File: src/design/mipsPkg.sv
package mipsPkg;

    localparam logic [31:0] resetPc = 32'hBFC0_0000; // first fetch address

    // primary opcodes
    localparam logic [5:0] opRtype = 6'h00;
    localparam logic [5:0] opJ     = 6'h02;
    localparam logic [5:0] opBeq   = 6'h04;
    localparam logic [5:0] opAddiu = 6'h09;
    localparam logic [5:0] opOri   = 6'h0D;
    localparam logic [5:0] opLui   = 6'h0F;
    localparam logic [5:0] opLw    = 6'h23;
    localparam logic [5:0] opSw    = 6'h2B;

    // funct field of R-type
    localparam logic [5:0] fnAddu = 6'h21;
    localparam logic [5:0] fnSubu = 6'h23;
    localparam logic [5:0] fnAnd  = 6'h24;
    localparam logic [5:0] fnOr   = 6'h25;
    localparam logic [5:0] fnSlt  = 6'h2A;

    typedef enum logic [2:0] {
        aluAdd,
        aluSub,
        aluAnd,
        aluOr,
        aluSlt,
        aluLui
    } aluOpT;

    typedef enum logic [1:0] {
        fwdRf,  // value read in ID
        fwdMem, // MEM stage result
        fwdWb   // WB stage result
    } fwdSelT;

    typedef struct packed {
        logic  regWrite;
        logic  memRead;
        logic  memWrite;
        logic  aluSrcImm; // operand b from immediate
        logic  regDstRd;  // write rd, else rt
        logic  branch;
        logic  jump;
        aluOpT aluOp;
    } ctrlT;

    typedef struct packed {
        logic [31:0] pc;
        logic [31:0] pcPlus4;
        logic [31:0] instr;
    } ifIdT;

    typedef struct packed {
        logic [31:0] pc;
        logic [31:0] pcPlus4;
        logic [31:0] rsVal;
        logic [31:0] rtVal;
        logic [4:0]  rs;
        logic [4:0]  rt;
        logic [4:0]  writeReg;
        logic [31:0] imm;
        logic [31:0] jumpTarget;
        ctrlT        ctrl;
    } idExT;

    typedef struct packed {
        logic [31:0] pc;
        logic [31:0] aluResult;
        logic [31:0] storeData;
        logic [4:0]  writeReg;
        ctrlT        ctrl;
    } exMemT;

    typedef struct packed {
        logic [31:0] pc;
        logic [31:0] result;
        logic [4:0]  writeReg;
        logic        regWrite;
    } memWbT;

endpackage

File: src/design/hazardIf.sv
interface hazardIf (
    input logic clk,
    input logic arstN_i
);
    import mipsPkg::*;

    // pipeline state seen by the hazard unit
    logic [4:0] rsD, rtD;
    logic [4:0] rsE, rtE;
    logic [4:0] writeRegE, writeRegM, writeRegW;
    logic       memReadE, memReadM;
    logic       regWriteM, regWriteW;
    logic       redirectE;   // taken BEQ or J in EX
    logic       iCacheStall, dCacheStall;

    // decisions back to the pipeline
    logic       stallF, stallD, stallE, stallM, stallW;
    logic       flushD, flushE, flushM;
    fwdSelT     fwdA, fwdB;

    modport unit (
        input  clk, arstN_i,
        input  rsD, rtD, rsE, rtE, writeRegE, writeRegM, writeRegW,
        input  memReadE, memReadM, regWriteM, regWriteW, redirectE,
        input  iCacheStall, dCacheStall,
        output stallF, stallD, stallE, stallM, stallW,
        output flushD, flushE, flushM, fwdA, fwdB
    );

    modport pipe (
        output rsD, rtD, rsE, rtE, writeRegE, writeRegM, writeRegW,
        output memReadE, memReadM, regWriteM, regWriteW, redirectE,
        output iCacheStall, dCacheStall,
        input  stallF, stallD, stallE, stallM, stallW,
        input  flushD, flushE, flushM, fwdA, fwdB
    );

endinterface

File: src/design/alu.sv
module alu (
    input  mipsPkg::aluOpT op_i,
    input  logic [31:0]    a_i,
    input  logic [31:0]    b_i,
    output logic [31:0]    result_o,
    output logic           zero_o
);
    import mipsPkg::*;

    logic signedLess;

    assign signedLess = $signed(a_i) < $signed(b_i);

    always_comb begin
        case (op_i)
            aluAdd:  result_o = a_i + b_i;
            aluSub:  result_o = a_i - b_i;
            aluAnd:  result_o = a_i & b_i;
            aluOr:   result_o = a_i | b_i;
            aluSlt:  result_o = {31'd0, signedLess};
            aluLui:  result_o = {b_i[15:0], 16'h0000};
            default: result_o = 32'd0;
        endcase
    end

    assign zero_o = (result_o == 32'd0); // beq taken with aluSub

endmodule

File: src/design/datapath.sv
module datapath (
    input  logic        clk,
    input  logic        arstN_i,

    // instruction fetch
    output logic [31:0] instAddr_o,
    output logic        instEn_o,
    input  logic [31:0] instrF_i,
    input  logic        iCacheStall_i,

    // data memory
    output logic        memEn_o,
    output logic [31:0] memAddr_o,
    input  logic [31:0] memRdata_i,
    output logic [3:0]  memWen_o,
    output logic [31:0] memWdata_o,
    input  logic        dCacheStall_i,

    // writeback trace
    output logic [31:0] debugWbPc_o,
    output logic [3:0]  debugWbRfWen_o,
    output logic [4:0]  debugWbRfWnum_o,
    output logic [31:0] debugWbRfWdata_o
);
    import mipsPkg::*;

    logic [31:0] pcF, pcPlus4F, pcNext;
    logic        instEn;
    ifIdT        ifIdNext, ifIdD;
    idExT        idExNext, idExE;
    exMemT       exMemNext, exMemM;
    memWbT       memWbNext, memWbW;

    ctrlT        ctrlD;
    logic [31:0] immD, rsValD, rtValD;
    logic [4:0]  rsD, rtD, rdD;

    logic [31:0] srcAE, rtValE, srcBE, aluResultE;
    logic [31:0] branchTargetE;
    logic        zeroE, redirectE;

    logic [31:0] resultM;
    logic        rfWe;

    hazardIf hz (.clk(clk), .arstN_i(arstN_i));

    function automatic logic [31:0] fwdMux(input fwdSelT sel, input logic [31:0] rf,
                                           input logic [31:0] mem, input logic [31:0] wb);
        case (sel)
            fwdMem:  return mem;
            fwdWb:   return wb;
            default: return rf;
        endcase
    endfunction

    // IF
    assign pcPlus4F = pcF + 32'd4;
    assign pcNext   = !redirectE ? pcPlus4F
                    : idExE.ctrl.jump ? idExE.jumpTarget : branchTargetE;

    always_ff @(posedge clk or negedge arstN_i) begin
        if (!arstN_i) begin
            pcF    <= resetPc;
            instEn <= 1'b0;
        end else begin
            instEn <= 1'b1;  // first fetch one cycle after reset
            if (instEn && !hz.stallF) begin
                pcF <= pcNext;
            end
        end
    end

    assign instAddr_o = pcF;
    assign instEn_o   = instEn;
    assign ifIdNext   = instEn ? '{pc: pcF, pcPlus4: pcPlus4F, instr: instrF_i} : '0;

    pipeReg #(.payloadT(ifIdT)) ifIdReg (
        .clk(clk), .arstN_i(arstN_i),
        .stall_i(hz.stallD), .flush_i(hz.flushD),
        .d_i(ifIdNext), .q_o(ifIdD)
    );

    // ID
    assign rsD = ifIdD.instr[25:21];
    assign rtD = ifIdD.instr[20:16];
    assign rdD = ifIdD.instr[15:11];

    mainDecoder mainDecoder_inst (.instr_i(ifIdD.instr), .ctrl_o(ctrlD), .imm_o(immD));

    regFile regFile_inst (
        .clk(clk), .arstN_i(arstN_i),
        .we_i(rfWe), .waddr_i(memWbW.writeReg), .wdata_i(memWbW.result),
        .raddr1_i(rsD), .raddr2_i(rtD),
        .rdata1_o(rsValD), .rdata2_o(rtValD)
    );

    always_comb begin
        idExNext.pc         = ifIdD.pc;
        idExNext.pcPlus4    = ifIdD.pcPlus4;
        idExNext.rsVal      = rsValD;
        idExNext.rtVal      = rtValD;
        idExNext.rs         = rsD;
        idExNext.rt         = rtD;
        idExNext.writeReg   = ctrlD.regDstRd ? rdD : rtD;
        idExNext.imm        = immD;
        idExNext.jumpTarget = {ifIdD.pcPlus4[31:28], ifIdD.instr[25:0], 2'b00};
        idExNext.ctrl       = ctrlD;
    end

    pipeReg #(.payloadT(idExT)) idExReg (
        .clk(clk), .arstN_i(arstN_i),
        .stall_i(hz.stallE), .flush_i(hz.flushE),
        .d_i(idExNext), .q_o(idExE)
    );

    // EX
    assign srcAE  = fwdMux(hz.fwdA, idExE.rsVal, resultM, memWbW.result);
    assign rtValE = fwdMux(hz.fwdB, idExE.rtVal, resultM, memWbW.result);
    assign srcBE  = idExE.ctrl.aluSrcImm ? idExE.imm : rtValE;

    alu alu_inst (
        .op_i(idExE.ctrl.aluOp), .a_i(srcAE), .b_i(srcBE),
        .result_o(aluResultE), .zero_o(zeroE)
    );

    assign branchTargetE = idExE.pcPlus4 + {idExE.imm[29:0], 2'b00};
    assign redirectE     = (idExE.ctrl.branch & zeroE) | idExE.ctrl.jump; // no delay slot

    always_comb begin
        exMemNext.pc        = idExE.pc;
        exMemNext.aluResult = aluResultE;
        exMemNext.storeData = rtValE;
        exMemNext.writeReg  = idExE.writeReg;
        exMemNext.ctrl      = idExE.ctrl;
    end

    pipeReg #(.payloadT(exMemT)) exMemReg (
        .clk(clk), .arstN_i(arstN_i),
        .stall_i(hz.stallM), .flush_i(hz.flushM),
        .d_i(exMemNext), .q_o(exMemM)
    );

    // MEM, load data comes back in the same cycle
    assign memEn_o    = exMemM.ctrl.memRead | exMemM.ctrl.memWrite;
    assign memAddr_o  = exMemM.aluResult;
    assign memWen_o   = {4{exMemM.ctrl.memWrite}};
    assign memWdata_o = exMemM.storeData;
    assign resultM    = exMemM.ctrl.memRead ? memRdata_i : exMemM.aluResult;

    always_comb begin
        memWbNext.pc       = exMemM.pc;
        memWbNext.result   = resultM;
        memWbNext.writeReg = exMemM.writeReg;
        memWbNext.regWrite = exMemM.ctrl.regWrite;
    end

    pipeReg #(.payloadT(memWbT)) memWbReg (
        .clk(clk), .arstN_i(arstN_i),
        .stall_i(hz.stallW), .flush_i(1'b0),
        .d_i(memWbNext), .q_o(memWbW)
    );

    // WB, held off while frozen
    assign rfWe = memWbW.regWrite & ~hz.stallW;

    assign debugWbPc_o      = memWbW.pc;
    assign debugWbRfWen_o   = {4{rfWe && memWbW.writeReg != 5'd0}};
    assign debugWbRfWnum_o  = memWbW.writeReg;
    assign debugWbRfWdata_o = memWbW.result;

    // hazard unit hookup
    assign hz.rsD         = rsD;
    assign hz.rtD         = rtD;
    assign hz.rsE         = idExE.rs;
    assign hz.rtE         = idExE.rt;
    assign hz.writeRegE   = idExE.writeReg;
    assign hz.memReadE    = idExE.ctrl.memRead;
    assign hz.writeRegM   = exMemM.writeReg;
    assign hz.memReadM    = exMemM.ctrl.memRead;
    assign hz.regWriteM   = exMemM.ctrl.regWrite;
    assign hz.writeRegW   = memWbW.writeReg;
    assign hz.regWriteW   = memWbW.regWrite;
    assign hz.redirectE   = redirectE;
    assign hz.iCacheStall = iCacheStall_i;
    assign hz.dCacheStall = dCacheStall_i;

    hazardUnit hazardUnit_inst (.hz(hz.unit));

endmodule

File: src/design/hazardUnit.sv
module hazardUnit (
    hazardIf.unit hz
);
    import mipsPkg::*;

    logic freeze;
    logic loadUse;

    // MEM is younger so it takes priority over WB
    function automatic fwdSelT pickSource(input logic [4:0] src);
        if (src != 5'd0 && hz.regWriteM && hz.writeRegM == src) begin
            return fwdMem;
        end else if (src != 5'd0 && hz.regWriteW && hz.writeRegW == src) begin
            return fwdWb;
        end
        return fwdRf;
    endfunction

    assign freeze  = hz.iCacheStall | hz.dCacheStall;
    // load in EX, consumer sitting in ID
    assign loadUse = hz.memReadE && hz.writeRegE != 5'd0
                     && (hz.writeRegE == hz.rsD || hz.writeRegE == hz.rtD);

    assign hz.fwdA = pickSource(hz.rsE);
    assign hz.fwdB = pickSource(hz.rtE);

    assign hz.stallF = freeze | loadUse;
    assign hz.stallD = freeze | loadUse;
    assign hz.stallE = freeze;
    assign hz.stallM = freeze;
    assign hz.stallW = freeze;

    // flushes wait until the freeze lifts
    assign hz.flushD = hz.redirectE & ~freeze;
    assign hz.flushE = (hz.redirectE | loadUse) & ~freeze;
    assign hz.flushM = 1'b0;  // EX results are never squashed

    redirectNotLoadUse: assert property (
        @(posedge hz.clk) disable iff (!hz.arstN_i)
        !(hz.redirectE && loadUse)
    ) else $error("hazardUnit: redirect and load-use together");

    // the interlock one cycle earlier keeps load data off the MEM bypass
    loadNeverForwardedFromMem: assert property (
        @(posedge hz.clk) disable iff (!hz.arstN_i)
        !(hz.memReadM && hz.writeRegM != 5'd0
          && (hz.writeRegM == hz.rsE || hz.writeRegM == hz.rtE))
    ) else $error("hazardUnit: EX consumes a load still in MEM");

endmodule

File: src/design/mainDecoder.sv
module mainDecoder (
    input  logic [31:0]   instr_i,
    output mipsPkg::ctrlT ctrl_o,
    output logic [31:0]   imm_o
);
    import mipsPkg::*;

    logic [5:0] opcode;
    logic [5:0] funct;
    logic       zeroExt;

    assign opcode = instr_i[31:26];
    assign funct  = instr_i[5:0];

    always_comb begin
        ctrl_o  = '0;
        zeroExt = 1'b0;
        case (opcode)
            opRtype: begin
                ctrl_o.regWrite = 1'b1;
                ctrl_o.regDstRd = 1'b1;
                case (funct)
                    fnAddu:  ctrl_o.aluOp = aluAdd;
                    fnSubu:  ctrl_o.aluOp = aluSub;
                    fnAnd:   ctrl_o.aluOp = aluAnd;
                    fnOr:    ctrl_o.aluOp = aluOr;
                    fnSlt:   ctrl_o.aluOp = aluSlt;
                    default: ctrl_o = '0;  // includes sll $0 nop
                endcase
            end
            opAddiu: begin
                ctrl_o.regWrite  = 1'b1;
                ctrl_o.aluSrcImm = 1'b1;
                ctrl_o.aluOp     = aluAdd;
            end
            opOri: begin
                ctrl_o.regWrite  = 1'b1;
                ctrl_o.aluSrcImm = 1'b1;
                ctrl_o.aluOp     = aluOr;
                zeroExt          = 1'b1;
            end
            opLui: begin
                ctrl_o.regWrite  = 1'b1;
                ctrl_o.aluSrcImm = 1'b1;
                ctrl_o.aluOp     = aluLui;  // alu moves imm to upper half
                zeroExt          = 1'b1;
            end
            opLw: begin
                ctrl_o.regWrite  = 1'b1;
                ctrl_o.memRead   = 1'b1;
                ctrl_o.aluSrcImm = 1'b1;
                ctrl_o.aluOp     = aluAdd;  // base + offset
            end
            opSw: begin
                ctrl_o.memWrite  = 1'b1;
                ctrl_o.aluSrcImm = 1'b1;
                ctrl_o.aluOp     = aluAdd;
            end
            opBeq: begin
                ctrl_o.branch = 1'b1;
                ctrl_o.aluOp  = aluSub;  // equal when difference is zero
            end
            opJ: begin
                ctrl_o.jump = 1'b1;
            end
            default: ctrl_o = '0;
        endcase
    end

    assign imm_o = zeroExt ? {16'h0000, instr_i[15:0]}
                           : {{16{instr_i[15]}}, instr_i[15:0]};

endmodule

File: src/design/pipeReg.sv
module pipeReg #(
    parameter type payloadT = logic [31:0]
) (
    input  logic    clk,
    input  logic    arstN_i,
    input  logic    stall_i,
    input  logic    flush_i,
    input  payloadT d_i,
    output payloadT q_o
);

    always_ff @(posedge clk or negedge arstN_i) begin
        if (!arstN_i) begin
            q_o <= '0;
        end else if (flush_i) begin
            q_o <= '0;  // bubble, every control bit inactive
        end else if (!stall_i) begin
            q_o <= d_i;
        end
    end

    // hazard unit must never squash a stage it is also holding
    stallFlushExclusive: assert property (
        @(posedge clk) disable iff (!arstN_i)
        !(stall_i && flush_i)
    ) else $error("pipeReg: stall and flush requested together");

endmodule

File: src/design/regFile.sv
module regFile (
    input  logic        clk,
    input  logic        arstN_i,
    input  logic        we_i,
    input  logic [4:0]  waddr_i,
    input  logic [31:0] wdata_i,
    input  logic [4:0]  raddr1_i,
    input  logic [4:0]  raddr2_i,
    output logic [31:0] rdata1_o,
    output logic [31:0] rdata2_o
);

    logic [31:0] regs [32];

    // $0 is hardwired, a WB write in this cycle is seen by ID
    function automatic logic [31:0] readPort(input logic [4:0] addr);
        if (addr == 5'd0) begin
            return 32'd0;
        end else if (we_i && waddr_i == addr) begin
            return wdata_i;
        end
        return regs[addr];
    endfunction

    always_ff @(posedge clk) begin
        if (we_i && waddr_i != 5'd0) begin
            regs[waddr_i] <= wdata_i;
        end
    end

    assign rdata1_o = readPort(raddr1_i);
    assign rdata2_o = readPort(raddr2_i);

    writeAddrKnown: assert property (
        @(posedge clk) disable iff (!arstN_i)
        we_i |-> !$isunknown(waddr_i)
    ) else $error("regFile: write with unknown address");

endmodule

File: config.mk
export PLATFORM = sky130hd
export DESIGN_NAME = datapath
export DESIGN_NICKNAME = d
export VERILOG_FILES = /design/src/design/mipsPkg.sv /design/src/design/hazardIf.sv /design/src/design/alu.sv /design/src/design/datapath.sv /design/src/design/hazardUnit.sv /design/src/design/mainDecoder.sv /design/src/design/pipeReg.sv /design/src/design/regFile.sv
export SDC_FILE = /design/constraint.sdc
export NUM_CORES = 2
export LEC_CHECK = 0
export BUFFER_PORTS_ARGS = -buffer_cell sky130_fd_sc_hd__buf_2
export CORE_ASPECT_RATIO = 0.75
export CORE_MARGIN = 4
export CORE_UTILIZATION = 55
export DETAILED_ROUTE_END_ITERATION = 7
export HOLD_SLACK_MARGIN = 0.06
export PLACE_DENSITY_LB_ADDON = 0.12
export SLEW_MARGIN = 40
export SYNTH_ARGS = -nofsm -noshare
export SYNTH_HDL_FRONTEND = slang
export SYNTH_SLANG_ARGS = --single-unit
File: constraint.sdc
create_clock -name clk -period 9.11 [get_ports clk]
set_input_delay 0.911 -clock clk [delete_from_list [all_inputs] [get_ports clk]]
set_output_delay 0.911 -clock clk [all_outputs]
set_load 0.01 [all_outputs]
* Word-level counts from Yosys, hierarchy flattened *
Memories as Yosys holds them, arrays and structs flattened.
Cells that the tools add are included.

cells by class
  div/mod/pow operators = 0
  mux-type cells = 47
  shift-type cells = 0
  reductions and logical operators = 29
  equality and inequality tests = 31
  $add $sub $neg = 4
  order comparisons = 1
  bitwise logic cells = 12
  multiply operators = 0

operator list
  kind                                                             number
  217-bit two-way mux                                              2
  32-bit two-way mux                                               11
  96-bit two-way mux                                               3
  32-bit one-hot mux with 6 select lines                           1
  32-bit one-hot mux with 2 select lines                           2
  32-bit adder                                                     2
  6-bit == test, second input constant                             7
  5-bit == test                                                    8
  32-bit by 3-bit adder with 32-bit output, second input constant  1
  32-bit AND                                                       1
  32-bit zero test                                                 1
  32-bit < comparator                                              1
  32-bit OR                                                        1
  32-bit subtractor                                                1
  3-bit one-hot mux with 4 select lines                            2
  5-bit nonzero test                                               4
  6-bit by 4-bit == test with 1-bit output, second input constant  3
  1-bit logical AND                                                14
  1-bit two-way mux                                                12
  2-bit two-way mux                                                6
  1-bit one-hot mux with 2 select lines                            6
  5-bit zero test                                                  2
  5-bit OR reduction                                               2
  7-bit two-way mux                                                1
  18 further kinds                                                 30

storage, ports and cells
  bits in latches = 0
  word-level logic and storage cells = 157
  bits in registers = 519
  memory bits (writable) = 1024
  memories kept = 1
  ROM bits = 0

memory list
  name               words  bits a word  rd ports  clocked after memory_dff  write ports  RTL line       source
  regFile_inst.regs  32     32           2         0                         1            regFile.sv:13  logic [31:0] regs [32];

* Logic depth before layout (Yosys ltp) *
  depth in word-level cells = 17
  gate-level depth with buffers = 30
  depth with buffers taken out = 22

* Hierarchy *
From an unflattened synthesis, not the netlist that was laid out.

unflattened totals
  cell total of the unflattened synthesis = 5984
  area total of the unflattened synthesis = 81642.1 sq um

by module, submodules not included
  module              instances  area an instance (sq um)  cells each
  regFile             1          48161.2                   2442
  pipeReg (idExReg)   1          8752.1                    699
  datapath            1          6955.4                    998
  alu                 1          5484.0                    824
  pipeReg (exMemReg)  1          4574.4                    358
  pipeReg (ifIdReg)   1          3910.0                    310
  pipeReg (memWbReg)  1          2862.7                    226
  hazardUnit          1          489.2                     62
  mainDecoder         1          452.9                     65

* Least setup slack after synthesis *
Ideal clock, no wire load.

  kind = reg-to-reg
  from = register idExReg.q_o[79] (netlist name)
  to = register ifIdReg.q_o[72] (netlist name)
  period minus slack after synthesis = 6.305 ns
  path slack = 2.805 ns
  required time = 8.989 ns
  library setup time = 0.121 ns
  cell stages (with the launch flop) = 28
  path buffers = 6
  arrival = 6.184 ns
  path through = dfrtp_1 -> or4_4 -> or2_0 -> buf_2 -> nand3_2 -> buf_2 -> buf_1 -> mux2_2 -> nand2_1 -> o21ai_0 -> inv_1 -> o21ai_0 -> ha_1 -> clkbuf_1 -> nor4_1 -> nand2_1 -> nor2_1 -> a31oi_1 -> a2111oi_0 -> o311a_1 -> o2bb2ai_1 -> o211ai_1 -> nor4_2 -> a41oi_4 -> a21o_1 -> buf_6 -> buf_4 -> a22o_1

between the ends
  word-level cells in the longest chain between the ends = 16

ends and longest elaborated chain
  element                                                                                                         RTL line                            source
  from (decl)                                                                                                     pipeReg.sv:9                        output payloadT q_o
  from (signal assigned)                                                                                          pipeReg.sv:18                       q_o <= d_i;
  5-bit nonzero test                                                                                              hazardUnit.sv:11, hazardUnit.sv:13
  1-bit logical AND (2 in a row)                                                                                  hazardUnit.sv:13                    end else if (src != 5'd0 && hz.regWriteW && hz.writeRegW == src) begin
  1-bit two-way mux                                                                                               hazardUnit.sv:13
  1-bit two-way mux                                                                                               hazardUnit.sv:11                    if (src != 5'd0 && hz.regWriteM && hz.writeRegM == src) begin
  2-bit two-way mux *                                                                                             hazardUnit.sv:16                    return fwdRf;
  2-bit == test / 2-bit by 1-bit == test with 1-bit output (equally long branches)                                datapath.sv:49                      case (sel)
  32-bit one-hot mux with 2 select lines *                                                                        datapath.sv:49
  32-bit two-way mux *                                                                                            datapath.sv:119                     assign srcBE = idExE.ctrl.aluSrcImm ? idExE.imm : rtValE;
  32-bit subtractor (tied with other cells)                                                                       alu.sv:17                           aluSub: result_o = a_i - b_i;
  32-bit one-hot mux with 6 select lines *                                                                        alu.sv:15                           case (op_i)
  32-bit zero test *                                                                                              alu.sv:26                           assign zero_o = (result_o == 32'd0);
  1-bit AND *                                                                                                     datapath.sv:127                     assign redirectE = (idExE.ctrl.branch & zeroE) | idExE.ctrl.jump;
  1-bit OR *                                                                                                      datapath.sv:127
  1-bit AND *                                                                                                     hazardUnit.sv:34                    assign hz.flushD = hz.redirectE & ~freeze;
  2-bit by 1-bit inequality test with 1-bit output (no source line) / 96-bit two-way mux (equally long branches)  --
  to (signal assigned)                                                                                            pipeReg.sv:18
  to (decl)                                                                                                       pipeReg.sv:9

Mark *: on every way between the ends. The rest lies on a longest branch, timed or not.
A chain may end at the register's enable or synchronous reset.

* Final worst setup path *
  from = register idExReg.q_o[79] (netlist name)
  to = register pcF[31], in the netlist instAddr_o[31]

between the ends
  word-level cells in the longest chain between the ends = 15

ends and longest elaborated chain
  element                                                                           RTL line                            source
  5-bit nonzero test                                                                hazardUnit.sv:11, hazardUnit.sv:13
  1-bit logical AND (2 in a row)                                                    hazardUnit.sv:13
  1-bit two-way mux                                                                 hazardUnit.sv:13
  1-bit two-way mux                                                                 hazardUnit.sv:11
  2-bit two-way mux *                                                               hazardUnit.sv:16
  2-bit == test / 2-bit by 1-bit == test with 1-bit output (equally long branches)  datapath.sv:49
  32-bit one-hot mux with 2 select lines *                                          datapath.sv:49
  32-bit two-way mux *                                                              datapath.sv:119
  32-bit subtractor (tied with other cells)                                         alu.sv:17
  32-bit one-hot mux with 6 select lines *                                          alu.sv:15
  32-bit zero test *                                                                alu.sv:26
  1-bit AND *                                                                       datapath.sv:127
  1-bit OR *                                                                        datapath.sv:127
  32-bit two-way mux *                                                              datapath.sv:58                      assign pcNext = !redirectE ? pcPlus4F
  to (signal assigned)                                                              datapath.sv:63                      pcF <= resetPc;
  to (signal assigned)                                                              datapath.sv:68                      pcF <= pcNext;
  to (decl)                                                                         datapath.sv:27                      logic [31:0] pcF, pcPlus4F, pcNext;

Marked as above.

==> run_results.csv <==
group,metric,value,unit
clocking,cts-buffers-inserted,148,
critical_path,endpoint_kind,"flop",
die,core-area,0.136,mm²
timing,fin_worst_skew,0.0427,ns
global_route,overflow,0,
synthesis,ys_ff_latch,1492,
run,max_cap_viol_count,0,
synthesis,async_reset_ff_share,31.4,%
critical_path,startpoint_type,"flop",
critical_path,crit_top_cell,"mux2_2",
critical_path,crit_path_max_incr_delay,0.62,ns
die,row_count,117,
global_route,grt_pass1_vias,48900,
timing,period_minus_slack,8.06,ns
synthesis,synth-main-ff-cell,"edfxtp_1",
route,met2WireLength,108000,µm
die,io_pins,243,
outcome,outcome,"complete, no violations",
worst_hold_path,worstHoldEndpoint,"ifIdReg.q_o[30]$_DFFE_PN0P_",
critical_path,crit_path_cell_trace,"or4_4, or2_0, nand3_2, mux2_2, nand2_1, o21ai_0, mux2_2, ha_1, inv_2, a21oi_1, nor3_1, a21o_1, a21oi_1, mux2_2, a221oi_1, nand4_1, nor4_2, buf_4, nand4_2, buf_4, o311ai_0, a211oi_1",
die,die_h,330,µm
critical_path,r2r_end,"instAddr_o[31]$_DFFE_PN1P_",
critical_path,critical_path_required,9.78,ns
route,via_per_inst,6.83,
timing,relSlewSlack,33.4,%
pwr,vdd_drop_max,203,µV
die,dieArea,0.144,mm²
final_layout,final_core_util,61.5,%
timing,fin_setup_tns,0,ns
route,first_pass_iters,7,
route,met1_length,98100,µm
global_route,grt_use_total,33.1,%
clocking,post_cts_buffers,0,
synthesis,synthesis.area,0.0759,mm²
pwr,p_leak,30.6,nW
final_layout,layout_common_cells,"1,024 x edfxtp_1, 642 x mux4_2, 605 x nand2_1",
route,routedWlPerCell,32.4,µm
timing,rsz0062_at_grt,"false",
critical_path,cp.arrival,8.73,ns
final_layout,drive_gt1_share,25.2,%
route,top_layer,"met5",
critical_path,r2r_start,"idExReg.q_o[79]$_DFFE_PN0P_",
worst_hold_path,holdPathStages,2,
timing,fin_crit_sh,88.4,%
timing,setup_viol,0,
placement,gp_congestion,0.974,
die,start_util,55.6,%
final_layout,fin_cells,7364,
synthesis,yosysWarningCount,0,
critical_path,crit_slowest_cell,"a221oi_1",
route,wl_met3,24800,µm
clocking,cts.sinks,1492,
clocking,clockBufferDepth,3,
clocking,cts_tree,"yes",
worst_hold_path,hold_class,"primary input to flop",
critical_path,reg2reg_slack,1.05,ns
placement,hpwl,149000,µm
timing,fmax,124,MHz
route,ant_nets,0,
route,postRouteWirelength,239000,µm
route,vias,50300,
global_route,grt_max_degree,159,
placement,portBuffers,242,
route,drtIter0Drc,6851,
pwr,power.density,255,mW/mm²
timing,whs,0.349,ns
timing,slew_violations,0,
synthesis,avgSynthCellArea,14.4,µm²
synthesis,synth_edf_count,1024,
final_layout,synthToLayoutAreaGrowth,10.6,%
placement,placed_cells,7092,
synthesis,yosysSeqAreaShare,56.0,%
synthesis,ys_types,101,
clocking,htree_levels,4,
die,die_w,437,µm
critical_path,r2r_cells,22,
synthesis,syn_inst,5277,
critical_path,worstPathMaxFanout,17,
pwr,finalPower,21.4,mW
clocking,root_buffer,"clkbuf_16",
clocking,clk_pin_slew_worst_paths,0.06,ns
final_layout,final_common_cell,"edfxtp_1",
clocking,clk_latency,0.80,ns
worst_hold_path,min_from,"instrF_i[30]",
critical_path,critical_path_class,"flop to flop",
timing,finalHoldViolCount,0,
final_layout,nNetsFinal,5607,
timing,worstMarginPinSlew,0.971,ns
global_route,grt_first_pass_wirelength,346000,µm
global_route,antenna_found_initial,3,
route,drc,0,
[metal layers]
metal  global-route usage [%]  vias to the layer above
met2                     49.2                     2862
met4                     10.8                        2
met1                     49.3                    26200
met3                     7.28                      454
met5                        0                        -
li1                         -                    20800
[cell families after synthesis]
group                      synth area share (%)
AOI/OAI and AO/OA                          8.59
xor gates and xnor gates                   1.19
muxes                                      22.1
DFF                                        56.0
other                                   0.00990
and+or+nand+nor                            6.50
adders and majority gates                  2.24
buffers and inverters                      3.42
[flip-flops by register name (all words and copies together) (netlist names)]
signal             count
regFile_inst.regs   1024
idExReg.q_o          167
exMemReg.q_o         104
ifIdReg.q_o           94
memWbReg.q_o          70
instAddr_o            32
instEn_o               1
[synth_stat cells, types with 14 or more instances]
| master | instances | share of area, % |
|---|---|---|
| xnor2_1 | 67 | 0.77 |
| xor2_1 | 36 | 0.42 |
| nand4_1 | 20 | 0.16 |
| a211oi_1 | 29 | 0.29 |
| mux4_2 | 642 | 19 |
| o31ai_1 | 25 | 0.25 |
| o211ai_1 | 19 | 0.19 |
| ha_1 | 131 | 2.2 |
| buf_2 | 25 | 0.16 |
| mux2_2 | 43 | 0.64 |
| nor4_1 | 19 | 0.16 |
| o22ai_1 | 14 | 0.12 |
| a22o_1 | 186 | 2.1 |
| mux2i_1 | 180 | 2.4 |
| dfrtp_1 | 459 | 15 |
| nand2b_1 | 25 | 0.21 |
| edfxtp_1 | 1024 | 41 |
| nor2_1 | 221 | 1.1 |
| a31oi_1 | 22 | 0.18 |
| inv_1 | 136 | 0.67 |
| buf_4 | 75 | 0.74 |
| nand2_1 | 605 | 3.0 |
| nor2b_1 | 20 | 0.16 |
| clkbuf_1 | 268 | 1.3 |
| nand3_1 | 52 | 0.34 |
| or3_1 | 14 | 0.12 |
| nor3_1 | 49 | 0.32 |
| o21ai_0 | 278 | 1.8 |
| buf_1 | 76 | 0.38 |
| and3_1 | 28 | 0.23 |
| a21oi_1 | 206 | 1.4 |
| a21o_1 | 26 | 0.26 |
[repair_timing]
item	CTS	global route
endpoints found under the setup margin	0	0
gates resized for setup	0	0
hold endpoints to repair	56	0
hold buffers	1	0
[final cells by class]
type	count	area (µm²)
fill	10300	52500
sequential	1492	42500
multi-input combinational	3226	31300
clock buffer	200	4080
timing repair buffer	399	2730
tap	1844	2310
clock inverter	63	524
inverter	138	518
antenna	2	5.00
[how the worst max path moves through the flow]
stage	from	to	slack, ns	depth (start not counted)
after floorplan	idExReg.q_o[79]$_DFFE_PN0P_	ifIdReg.q_o[72]$_DFFE_PN0P_	2.80	27
after global placement	idExReg.q_o[79]$_DFFE_PN0P_	instAddr_o[31]$_DFFE_PN1P_	1.28	23
after detailed placement	idExReg.q_o[79]$_DFFE_PN0P_	ifIdReg.q_o[24]$_DFFE_PN0P_	1.32	23
after CTS	idExReg.q_o[79]$_DFFE_PN0P_	instAddr_o[31]$_DFFE_PN1P_	1.27	22
after global routing	idExReg.q_o[79]$_DFFE_PN0P_	instAddr_o[31]$_DFFE_PN1P_	0.88	24
final	idExReg.q_o[79]$_DFFE_PN0P_	instAddr_o[31]$_DFFE_PN1P_	1.05	22
[power by group]
part           switching [mW]  internal (mW)  leakage, nW
registers               0.556           8.27         15.5
clock network            2.65           3.31         2.24
logic                    4.21           2.37         12.9
[per-stage QoR]
| stage | worst slack (ns) | instance area, µm² |
|---|---|---|
| finish | 1.05 | 83900 |
| global route | 0.884 | 83900 |
| CTS | 1.27 | 83800 |
| detailed placement | 1.32 | 79200 |
| global placement | 1.28 | 79000 |
| floorplan | 2.80 | 76000 |
[worst max-delay path, delay by kind of cell (launching register included)]
family          cells  cell delay (ns)
buf+inv             3             0.68
simple gates        8             2.52
fa+ha+maj           1             0.52
mux                 3             1.20
flops               1             0.45
compound gates      7             2.55
(Power assumes the default switching activity.)
